===== src/design/cnnPkg.sv =====
`default_nettype none

package cnnPkg;

    parameter int DataWidth = 16;

    typedef logic signed [DataWidth-1:0] word_t;

    // addresses travel at full word width, each module wraps them to its AddrWidth
    typedef logic [DataWidth-1:0] addr_t;

    typedef struct packed {
        logic       convLayer;
        logic [3:0] filterSize;
        logic [7:0] filterCount;
    } layerDesc_t;

    typedef struct packed {
        addr_t      mapAddr;
        logic [7:0] mapSize;
        logic [7:0] mapCount;
    } mapState_t;

    typedef struct packed {
        logic  read;
        logic  write;
        addr_t addr;
        word_t writeData;
    } memReq_t;

    typedef enum logic [1:0] {ownerHost, ownerSequencer, ownerConv, ownerPool} memOwner_t;

endpackage

`default_nettype wire


===== src/design/poolEngine.sv =====
`timescale 1ns/1ns
`default_nettype none

module poolEngine import cnnPkg::*; #(
    parameter int AddrWidth = 12
) (
    input  logic      clk,
    input  logic      reset,
    input  logic      run,
    input  mapState_t maps,
    input  word_t     readData,
    output memReq_t   poolReq,
    output logic      finished
);

    localparam addr_t AddrMask = addr_t'((1 << AddrWidth) - 1);

    logic       active;
    logic [2:0] phase;
    logic [7:0] mapIdx, row, col;
    logic [7:0] outSize;
    word_t      best, larger;
    addr_t      area, inBase, outAddr, rdAddr;

    // odd last row and column fall out of the rounding
    assign outSize = maps.mapSize >> 1;
    assign area = addr_t'(maps.mapSize) * addr_t'(maps.mapSize);
    assign rdAddr = (inBase + addr_t'({row, phase[1]}) * addr_t'(maps.mapSize)
                  + addr_t'({col, phase[0]})) & AddrMask;
    assign larger = readData > best ? readData : best;

    // phases 0..3 read the window, 4 writes its maximum
    always_comb begin
        poolReq.read      = active && phase < 3'd4;
        poolReq.write     = active && phase == 3'd4;
        poolReq.addr      = phase == 3'd4 ? outAddr : rdAddr;
        poolReq.writeData = larger;
    end

    always_ff @(posedge clk) begin
        if (reset) begin
            active   <= 1'b0;
            phase    <= '0;
            finished <= 1'b0;
        end else begin
            finished <= 1'b0;
            if (run) begin
                active  <= outSize != 8'd0 && maps.mapCount != 8'd0;
                finished <= outSize == 8'd0 || maps.mapCount == 8'd0;
                phase   <= '0;
                {mapIdx, row, col} <= '0;
                inBase  <= maps.mapAddr & AddrMask;
                outAddr <= (maps.mapAddr + addr_t'(maps.mapCount) * area) & AddrMask;
            end else if (active) begin
                phase <= phase == 3'd4 ? 3'd0 : phase + 3'd1;
                if (phase == 3'd1) best <= readData;
                if (phase == 3'd2 || phase == 3'd3) best <= larger;
                if (phase == 3'd4) begin
                    outAddr <= (outAddr + addr_t'(1)) & AddrMask;
                    if (col != outSize - 8'd1) begin
                        col <= col + 8'd1;
                    end else begin
                        col <= '0;
                        if (row != outSize - 8'd1) begin
                            row <= row + 8'd1;
                        end else begin
                            row <= '0;
                            if (mapIdx == maps.mapCount - 8'd1) begin
                                active   <= 1'b0;
                                finished <= 1'b1;
                            end else begin
                                mapIdx <= mapIdx + 8'd1;
                                inBase <= (inBase + area) & AddrMask;
                            end
                        end
                    end
                end
            end
        end
    end

endmodule

`default_nettype wire


===== config.mk =====
export PLATFORM = sky130hd
export DESIGN_NAME = poolEngine
export DESIGN_NICKNAME = d
export VERILOG_FILES = /design/src/design/cnnPkg.sv /design/src/design/poolEngine.sv
export SDC_FILE = /design/constraint.sdc
export NUM_CORES = 1
export LEC_CHECK = 0
export ABC_AREA = 0
export BUFFER_PORTS_ARGS = -buffer_cell sky130_fd_sc_hd__buf_2
export CORE_MARGIN = 4
export CORE_UTILIZATION = 23
export DETAILED_ROUTE_END_ITERATION = 10
export MAX_ROUTING_LAYER = met4
export SLEW_MARGIN = 10
export SYNTH_ARGS = -nofsm -noshare
export SYNTH_HDL_FRONTEND = slang
export SYNTH_SLANG_ARGS = --single-unit

===== constraint.sdc =====
create_clock -name clk -period 8.3 [get_ports clk]
set_input_delay 0.415 -clock clk [delete_from_list [all_inputs] [get_ports clk]]
set_output_delay 0.415 -clock clk [all_outputs]
set_load 0.01 [all_outputs]

; ---- Yosys cells after proc, flatten, opt, wreduce, memory -nomap -nowiden
; Cells that the tools add are included.
[word_totals]
register_bits = 73
latchBits = 0
ram_bits = 0
mem_bits_ro = 0
inputBits = 51
output_inout_bits = 35
word_cells = 93
memories = 0
[op_classes]
add_sub_neg = 11
multipliers = 3
div_mod_pow = 0
n_lt_le_gt_ge = 2
eq_ne = 10
shifts = 0
mux = 38
bitwise_logic = 2
reduce_logical = 17
[ops]
columns = cell, count
row1 = $mux W16, 11
row2 = $mux W8, 12
row3 = $add A12 B12 Y12, 3
row4 = $add A8 B1 Y8 const B, 3
row5 = $mux W12, 2
row6 = $gt A16 B16 Y1, 1
row7 = $logic_not A8 Y1, 2
row8 = $mul A8 B16 Y12, 1
row9 = $mul A8 B8 Y16, 1
row10 = $ne A8 B8 Y1, 2
row11 = $reduce_bool A8 Y1, 2
row12 = $add A12 B1 Y12 const B, 1
row13 = $add A12 B9 Y12, 1
row14 = $mul A9 B8 Y12, 1
row15 = $mux W1, 12
row16 = $eq A8 B8 Y1, 1
row17 = $reduce_and A4 Y1, 2
row18 = $sub A7 B1 Y8 const B, 1
row19 = $sub A8 B1 Y8 const B, 1
row20 = $eq A3 B2 Y1 const B, 2
row21 = $ne A2 B2 Y1 const B, 3
row22 = $reduce_and A6 Y1, 1
row23 = $reduce_bool A2 Y1, 3
row24 = $add A3 B1 Y3 const B, 1
row25 = 9 further kinds, 13

; ---- Logic depth before layout (Yosys ltp)
; Gate-level depths: netlist (run 1).
[depth]
depth_word = 8
ltp_mapped = 33

; ---- Least setup slack after synthesis (run 1)
; OpenSTA, ideal clock, no wires.
[synth_path]
path_type = in2reg
startpoint = in maps[13] in the netlist's numbering
endpoint = reg outAddr[11], data pin
setup_time_ps = 271
arrival_time_ps = 7631
path_slack_ps = 398
path_stages = 29
path_buffers = 2
path_cell_list = clkbuf_2 clkbuf_1 and2_1 fa_1 fa_1 inv_1 fa_1 fa_1 inv_1 ha_1 and2_1 a311oi_1 xnor2_1 nand2_1 fa_1 inv_1 fa_1 fa_1 inv_1 fa_1 inv_1 ha_1 or3_1 o21ai_0 a21oi_1 xor2_1 xnor2_1 xnor3_1 a21oi_1
[synth_between]
elab_chain_len = 4
[synth_lines]
columns = item, line_no
row1 = start: declaration, poolEngine.sv:10  ; input mapState_t maps,
row2 = $mul A8 B8 Y16, poolEngine.sv:27  ; assign area = addr_t'(maps.mapSize) * addr_t'(maps.mapSize);
row3 = $mul A8 B16 Y12, poolEngine.sv:53  ; outAddr <= (maps.mapAddr + addr_t'(maps.mapCount) * area) & AddrMask;
row4 = $add A12 B12 Y12, poolEngine.sv:53
row5 = $mux W12, poolEngine.sv:47  ; if (run) begin
row6 = end signal: assignment, poolEngine.sv:53
row7 = end signal: assignment, poolEngine.sv:59  ; outAddr <= (outAddr + addr_t'(1)) & AddrMask;
row8 = end: declaration, poolEngine.sv:23  ; addr_t area, inBase, outAddr, rdAddr;
; No other way between the ends.
; A chain may end at the register's enable or synchronous reset.

; ---- Worst setup path in the final report (run 1)
[layout_path]
startpoint = in maps[15] in the netlist's numbering
endpoint = reg outAddr[11], data pin
; Same word-level chain as after synthesis.

==> run metrics, run 1 <==
Via density 4.27; post-synthesis sequential area ratio 0.192; root buf cell clkbuf_16; Setup violations, final 0; vias in the first global route 8234; Final Hold Fails 0; cell count after synthesis 1177; Least-Margin Pin Slew 1.02 ns; HPWL Detailed 21.4 mm; Hold Buf Count CTS 0; dpl cells 1833; RSZ-0062 raised after global routing false; DIE HEIGHT 222 um; Die ar. 49300 um^2; hold_ws 0.357 ns; area share of the leading cell type in the synthesized netlist 0.211; area delta synth->final 13.9%; PortBufs 77; Die Width 222 um; clk sinks 69; synthesized flop and latch total 69; Layout Cells excl Fill 1852; critical path capture point type register; Layout Nets 1522; largest net degree at the start of global routing 59; CP required 8.50 ns; clock skew 0.00618 ns; CTS buffer count 9; htree depth 3; Max Fclk 0.128 GHz; I/O pin total 86; TritonCTS clock tree built; overall power 0.00497 W; Top cell by count, worst path fa_1; WS Path Type input port to register; maximum clock insertion buffer count 2; Final Slew Violations 0; final WL 26.0 mm; Worst-Skew Late Latency 0.35 ns; distinct cell type count after synthesis 63; HP Start reset; Slew HR 0.321; DRC 0; max_cap viols 0; Antenna Violating Nets Remaining 0; post-cts sizing count 0; Setup crit start kind input port; setup TNS 0 ns; Synth Cell Area 10500 um^2; Leak 5.42 nW; overall routing resource usage 0.111; Via Count 7915; core area 45300 um^2; Post-CTS Setup Inserts 0; Overflow after GRT 0; cell taking the most area after synthesis fa_1; Period minus WS final 7.83 ns; initial DRC count 358; status finished clean; Avg Cell Area, Syn 8.95 um^2; first-pass GRT wire length 43.3 mm; worst vdd ir 476 uV; crit path max-delay cell type fa_1; Post-synth EDFFs 64; largest stage delay on the critical path 0.55 ns; Initial Util 0.233; layout cells sized above 1 0.116; clock slew at reported path FFs 0.06 ns; period utilization 0.944; power per cell area 414 nW/um^2; wire per inst 14.0 um; gpl congestion 0.863; most used flip-flop cell after synthesis edfxtp_1; Initial DRT Pass Iterations 5; Async S/R FF share, synth 0; worst reg-to-reg setup slack 5.03 ns; most frequent cell after synthesis inv_1; Worst EP arrival 8.03 ns; initial antenna violation count 3; main area contributors after synthesis fa_1 21%, edfxtp_1 18%, ha_1 14%, inv_1 7.4%, xnor2_1 6.8%; top post-synthesis cells by count 209 x inv_1, 133 x nand2_1, 116 x ha_1; Hold Crit Class input port to register; Site Rows 78; CP Max Fanout 5; worst setup path startpoint maps[15]; FF-to-FF Start row[5]; YS warnings 0
==> state kept, by name (all words and copies together), names as in the netlist <==
register and cells:
mapIdx 8, col 8, phase 3, active 1
finished 1, inBase 12, outAddr 12, best 16
row 8
==> layer usage <==
metal,track usage,up-vias,share of wire
met2,0.181,157,0.47
met4,0.0214,0,0.013
met5,-,-,0
met3,0.0228,22,0.055
met1,0.143,3856,0.46
li1,-,3880,-
==> path summary, 6_finish.rpt <==
| path | to | cells after the start |
|---|---|---|
| max | outAddr[11] | 29 |
| max reg2reg | inBase[5] | 7 |
| min reg2reg | best[13] | 1 |
| min | phase[0] | 2 |
==> final cells by class <==
class	instances	area [um^2]
Timing Repair Buffer	101	566
Tap cell	600	751
Sequential cell	69	2020
Fill cell	4897	33300
Antenna cell	3	7.51
Clock buffer	10	229
Multi-Input combinational cell	854	7550
Clock inverter	6	88.8
Inverter	209	785
==> worst max-delay path: cells and delay by family <==
kind / cells / cell delay [ns]
and+or+nand+nor: 4 / 0.86
adders and majority gates: 10 / 4.74
AOI/OAI and AO/OA: 4 / 0.67
xor gates and xnor gates: 4 / 0.86
buffers and inverters: 7 / 0.49
==> through the flow <==
step / setup WS (ns) / instance area (um^2) / util
2_1_floorplan: 0.398 / 10500 / -
3_3_place_gp: 0.159 / 11700 / 0.257
3_5_place_dp: 0.0447 / 11700 / 0.257
4_1_cts: 0.399 / 12000 / 0.265
5_1_grt: 0.0701 / 12000 / 0.265
6_report: 0.466 / 12000 / 0.265
==> report_power, final <==
part           switching (W)  internal, W
clock network       0.000158     0.000263
logic                0.00217      0.00186
registers          0.0000374     0.000476
total                0.00237      0.00260
==> cell usage in the layout, fill, tap and decap left out, types with 4 or more instances in the layout <==
cell type,n
inv_1,209
nand2_1,133
ha_1,116
fa_1,111
xnor2_1,82
buf_2,77
and2_1,69
edfxtp_1,64
nor2_1,63
o21ai_0,41
a21oi_1,40
xor2_1,35
buf_4,24
nand3_1,21
mux2_2,11
nor3_1,11
o21bai_1,10
nand4_1,10
mux2_1,10
and3_1,9
clkbuf_16,9
a21o_1,8
nor2b_1,8
o21ai_1,6
a31oi_1,5
dfxtp_1,5
or2_2,4
o21a_1,4
conb_1,4
==> logic make-up (layout without fill, tap and decap cells) <==
kind of cell | Yosys count | after routing | share of synthesized area
simple gates | 349 | 349 | 0.162
compound gates | 132 | 132 | 0.0762
flops | 69 | 69 | 0.192
xor+xnor | 120 | 120 | 0.103
buf+inv | 257 | 326 | 0.0949
mux | 22 | 22 | 0.0234
fa+ha+maj | 227 | 227 | 0.349
other cells | 1 | 7 | 0.000356
Note: power is estimated with default switching activity, not from simulation.
==> run 2: changes to the inputs <==
--- a/config.mk
+++ b/config.mk
@@ -7,6 +7,7 @@
 export LEC_CHECK = 0
 export ABC_AREA = 0
 export BUFFER_PORTS_ARGS = -buffer_cell sky130_fd_sc_hd__buf_2
+export CORE_ASPECT_RATIO = 1.75
 export CORE_MARGIN = 4
 export CORE_UTILIZATION = 23
 export DETAILED_ROUTE_END_ITERATION = 10
==> run metrics, run 2 (same netlist as run 1, synthesis figures left out) <==
status finished clean (unchanged); wire per inst 14.8 um (was 14.0 um); HP Start reset (unchanged); maximum clock insertion buffer count 2 (unchanged); first-pass GRT wire length 44.8 mm (was 43.3 mm); largest registers best: 16 flops, inBase: 12 flops, outAddr: 12 flops (unchanged); clock skew 0.0128 ns (was 0.00618 ns); Initial Util 0.233 (about the same); PortBufs 77 (unchanged); worst reg-to-reg setup slack 4.99 ns (was 5.03 ns); GR peak layer met2 (unchanged); Slew HR 0.546 (was 0.321); period utilization 0.937 (was 0.944); RSZ-0062 raised after global routing false (unchanged); Worst-Skew Late Latency 0.37 ns (was 0.35 ns); post-cts sizing count 0 (unchanged); Least-Margin Pin Slew 0.678 ns (was 1.02 ns); initial antenna violation count 2 (was 3); max FFs per register 16 (unchanged); DRC 0 (unchanged); Largest Register best (unchanged); critical path capture point type register (unchanged); Final Slew Violations 0 (unchanged); Site Rows 103 (was 78); area delta synth->final 13.8% (was 13.9%); M1 GR Usage 0.112 (was 0.143); layout cells sized above 1 0.119 (was 0.116); Leak 5.44 nW (was 5.42 nW); R2R cell count 12 (was 7); Worst EP arrival 7.99 ns (was 8.03 ns); Final Hold Fails 0 (unchanged); CP endpoint outAddr[11] (unchanged); CP Max Fanout 5 (unchanged); commonest non-fill, non-tap cell in the layout inv_1 (unchanged); root buf cell clkbuf_16 (unchanged); htree depth 3 (unchanged); HPWL Detailed 22.8 mm (was 21.4 mm); Die Width 170 um (was 222 um); final WL 27.0 mm (was 26.0 mm); Via density 4.33 (was 4.27); Post-CTS Setup Inserts 0 (unchanged); PnR worst setup slack 0.524 ns (was 0.466 ns); vias in the first global route 8820 (was 8234); Max Fclk 0.129 GHz (was 0.128 GHz); largest net degree at the start of global routing 59 (unchanged); worst vdd ir 392 uV (was 476 uV); FF-to-FF Start best[1] (was row[5]); Hold Buf Count CTS 0 (unchanged); TritonCTS clock tree built (unchanged); clock slew at reported path FFs 0.07 ns (was 0.06 ns); GR Util met3 0.0189 (was 0.0228); Setup crit start kind input port (unchanged); I/O pin total 86 (unchanged); power per cell area 417 nW/um^2 (was 414 nW/um^2); Layout Nets 1526 (was 1522); Period minus WS final 7.78 ns (was 7.83 ns); Overflow after GRT 0 (unchanged); gpl congestion 0.863 (about the same); met2 Usage GRT 0.225 (was 0.181); CP required 8.51 ns (was 8.50 ns); Place WS 0.155 ns (was 0.0447 ns); R2R Path End best[1] (was inBase[5]); CTS buffer count 9 (unchanged); Hold Crit Class input port to register (unchanged); max_cap viols 0 (unchanged); clk sinks 69 (unchanged); Via Count 7935 (was 7915); commonest cells after routing, fill and taps aside 209 x inv_1, 133 x nand2_1, 116 x ha_1 (unchanged); Initial DRT Pass Iterations 6 (was 5); WS Path Type input port to register (unchanged); worst setup path startpoint maps[9] (was maps[15]); Setup violations, final 0 (unchanged); core area 45200 um^2 (was 45300 um^2); DIE HEIGHT 291 um (was 222 um); initial DRC count 320 (was 358); Die ar. 49400 um^2 (was 49300 um^2); setup TNS 0 ns (unchanged); Antenna Violating Nets Remaining 0 (unchanged); overall routing resource usage 0.117 (was 0.111)
## run 2: changes by cell type in the layout (fill, tap and decap cells not counted), sizes merged
cell	previous run	this run
diode	3	2
buf	101	105
bufinv	2	0
clkbuf	10	12
clkinvlp	2	1
clkinv	2	1
inv	209	211
## run 2: how the worst min path moves through the flow
stage / slack [ns] / to / cells after the start
2_1_floorplan: 0.48 / finished / 1
3_3_place_gp: 0.55 / best[7] / 1
3_5_place_dp: 0.56 / best[8] / 1
4_1_cts: 0.31 / phase[1] / 2
5_1_grt: 0.32 / phase[1] / 2
6_report: 0.33 / phase[1] / 2
## run 2: power by group
| part | leakage (nW) | switching [W] | total, W | internal (W) |
|---|---|---|---|---|
| clock network | 0.156 | 0.000170 | 0.000419 | 0.000250 |
| registers | 0.635 | 0.0000357 | 0.000512 | 0.000476 |
| logic | 4.65 | 0.00214 | 0.00407 | 0.00193 |
## run 2: per-stage QoR
stage,area (um^2),utilization,hold WS [ns],std cells,power [W]
floorplan,10500,-,0.485,1180,0.00350
global route,12000,0.265,0.317,1832,0.00559
finish,12000,0.265,0.329,1832,0.00500
CTS,12000,0.265,0.307,1830,0.00510
detailed placement,11700,0.258,0.557,1814,0.00462
global placement,11700,0.258,0.547,1814,0.00460
## run 2: critical path, stage by stage
cell and delay, ns:
buf_2 0.14, inv_1 0.08, nor2_1 0.19, fa_1 0.47, fa_1 0.56, inv_1 0.06
fa_1 0.51, fa_1 0.56, inv_1 0.05, ha_1 0.29, and2_1 0.15, a311oi_1 0.41
xnor2_1 0.25, buf_4 0.18, nand2_1 0.07, fa_1 0.51, fa_1 0.54, fa_1 0.45
fa_1 0.47, xor2_1 0.17, xnor2_1 0.21, xnor2_1 0.16, xnor2_1 0.11, xnor2_1 0.24
xnor2_1 0.20, xnor3_1 0.37, a21oi_1 0.15
## run 2: layout make-up
class / count / area (um^2)
antenna: 2 / 5.00
clock buffer: 12 / 289
clock inverter: 4 / 33.8
fill: 4782 / 33200
inverter: 209 / 785
multi-input combinational: 854 / 7540
sequential: 69 / 2020
tap: 577 / 722
timing repair buffer: 105 / 596
## run 2: metal layers
metal,part of all wire,routed length [um]
met1,0.35,9530
met2,0.57,15400
met3,0.034,931
met4,0.042,1140
met5,0,0
==> run 3: changes to the inputs <==
--- a/config.mk
+++ b/config.mk
@@ -7,11 +7,14 @@
 export LEC_CHECK = 0
 export ABC_AREA = 0
 export BUFFER_PORTS_ARGS = -buffer_cell sky130_fd_sc_hd__buf_2
+export CELL_PAD_IN_SITES_DETAIL_PLACEMENT = 0
+export CELL_PAD_IN_SITES_GLOBAL_PLACEMENT = 1
 export CORE_ASPECT_RATIO = 1.75
 export CORE_MARGIN = 4
 export CORE_UTILIZATION = 23
 export DETAILED_ROUTE_END_ITERATION = 10
 export MAX_ROUTING_LAYER = met4
+export PLACE_DENSITY_LB_ADDON = 0.1
 export SLEW_MARGIN = 10
 export SYNTH_ARGS = -nofsm -noshare
 export SYNTH_HDL_FRONTEND = slang
==> run metrics, run 3 (same netlist as run 1, synthesis figures left out) <==
status finished clean (unchanged); Antenna Violating Nets Remaining 0 (unchanged); register area 2020 um^2 (unchanged); CP Max Fanout 4 (was 5); PnR worst setup slack 0.581 ns (was 0.524 ns); Layout Nets 1533 (was 1526); Post-CTS Setup Inserts 0 (unchanged); overall routing resource usage 0.141 (was 0.117); Comb pwr share 0.817 (was 0.814); DRC 0 (unchanged); layout cells sized above 1 0.122 (was 0.119); design area 12000 um^2 (about the same); final WL 32.4 mm (was 27.0 mm); root buf cell clkbuf_16 (unchanged); Int Power 0.00279 W (was 0.00266 W); switch share 0.459 (was 0.469); Overflow after GRT 0 (unchanged); power per cell area 429 nW/um^2 (was 417 nW/um^2); Clk pwr share 0.083 (was 0.084); Initial Util 0.233 (unchanged); CP required 8.38 ns (was 8.51 ns); FF-to-FF Start best[1] (unchanged); worst setup path startpoint maps[9] (unchanged); Setup crit start kind input port (unchanged); initial DRC count 212 (was 320); crit path max-delay cell type fa_1 (unchanged); part of the power in registers 0.100 (was 0.102); wire per inst 17.6 um (was 14.8 um); clock slew at reported path FFs 0.07 ns (about the same); Final Slew Violations 0 (unchanged); Top cell by count, worst path fa_1 (unchanged); largest stage delay on the critical path 0.58 ns (was 0.56 ns); hold_ws 0.349 ns (was 0.329 ns); Site Rows 103 (unchanged); largest net degree at the start of global routing 58 (was 59); Worst-Skew Late Latency 0.36 ns (was 0.37 ns); area delta synth->final 14.4% (was 13.8%); worst vdd ir 294 uV (was 392 uV); commonest non-fill, non-tap cell in the layout inv_1 (unchanged); Hold Crit Class input port to register (unchanged); Period minus WS final 7.72 ns (was 7.78 ns); Worst EP arrival 7.80 ns (was 7.99 ns); HPWL Detailed 27.1 mm (was 22.8 mm); sw power 0.00237 W (was 0.00235 W); Initial DRT Pass Iterations 4 (was 6); Via density 4.27 (was 4.33); CP endpoint outAddr[11] (unchanged); R2R Path End best[2] (was best[1]); Die Width 170 um (unchanged); Via Count 7843 (was 7935); critical path capture point type register (unchanged); max FFs per register 16 (unchanged); Hold Buf Count CTS 0 (unchanged); maximum clock insertion buffer count 2 (unchanged); final core utilization 0.266 (was 0.265); Place WS 0.159 ns (was 0.155 ns); htree depth 3 (unchanged); vias in the first global route 8863 (was 8820); clk sinks 69 (unchanged); Fillers 4943 (was 4782); Least-Margin Pin Slew 0.703 ns (was 0.678 ns); ant diodes 0 (was 2); worst reg-to-reg setup slack 4.85 ns (was 4.99 ns); gpl congestion 0.732 (was 0.863); DIE HEIGHT 291 um (unchanged); multi-input logic area 7540 um^2 (unchanged); PortBufs 77 (unchanged); core area 45200 um^2 (unchanged); I/O pin total 86 (unchanged); commonest cells after routing, fill and taps aside 209 x inv_1, 133 x nand2_1, 116 x ha_1 (unchanged); Die ar. 49400 um^2 (unchanged); clock skew 0.0171 ns (was 0.0128 ns); Setup violations, final 0 (unchanged); post-cts sizing count 0 (unchanged); CTS buffer count 9 (unchanged); Leak 5.48 nW (was 5.44 nW); Final Hold Fails 0 (unchanged); R2R cell count 12 (unchanged); Area after DPL 11700 um^2 (about the same); setup TNS 0 ns (unchanged); Largest Register best (unchanged); Max Fclk 0.130 GHz (was 0.129 GHz); WS Path Type input port to register (unchanged); Slew HR 0.530 (was 0.546); max_cap viols 0 (unchanged); RSZ-0062 raised after global routing false (unchanged); first-pass GRT wire length 51.5 mm (was 44.8 mm); initial antenna violation count 1 (was 2); largest registers best: 16 flops, inBase: 12 flops, outAddr: 12 flops (unchanged); period utilization 0.930 (was 0.937); TritonCTS clock tree built (unchanged)
-- run 3: per-stage QoR --
stage          instances  total power (W)
5_1_grt             1837          0.00580
2_1_floorplan       1180          0.00350
3_3_place_gp        1821          0.00492
3_5_place_dp        1821          0.00488
6_report            1837          0.00516
4_1_cts             1837          0.00536
-- run 3: cell type report --
cell class / count / share of cell area
inverter: 209 / 0.0651
timing repair buffer: 112 / 0.0548
clock inverter: 1 / 0.000727
sequential: 69 / 0.168
tap: 577 / 0.0599
multi-input combinational: 854 / 0.626
clock buffer: 15 / 0.0258
-- run 3: how the worst min path moves through the flow --
stage,start,end,slack [ns],cells past startpoint
2_1_floorplan,reset,finished,0.48,1
3_3_place_gp,best[9],best[9],0.55,1
3_5_place_dp,best[5],best[5],0.56,1
4_1_cts,reset,active,0.32,2
5_1_grt,reset,phase[1],0.35,2
6_report,reset,active,0.35,2
-- run 3: power by group through the flow --
stage	combinational [W]	clock (W)	sequential, W
after global placement	0.00439	0	0.000524
after detailed placement	0.00436	0	0.000525
final	0.00422	0.000429	0.000517
after CTS	0.00439	0.000451	0.000517
after global routing	0.00482	0.000461	0.000521
after floorplan	0.00300	0	0.000503
-- run 3: metal layers --
metal  vias to the layer above  GRT usage  part of all wire
met4                         0     0.0409             0.024
met3                        34     0.0167             0.022
met5                         -          -                 0
met1                      3837      0.144              0.37
met2                        87      0.274              0.59
li1                       3885          -                 -
-- run 3: worst max-delay path: cells and delay by family --
kind	cells	cell delay [ns]
adders and majority gates	10	4.76
and+or+nand+nor	4	0.79
xor gates and xnor gates	4	0.74
AOI/OAI and AO/OA	4	0.58
buffers and inverters	7	0.51
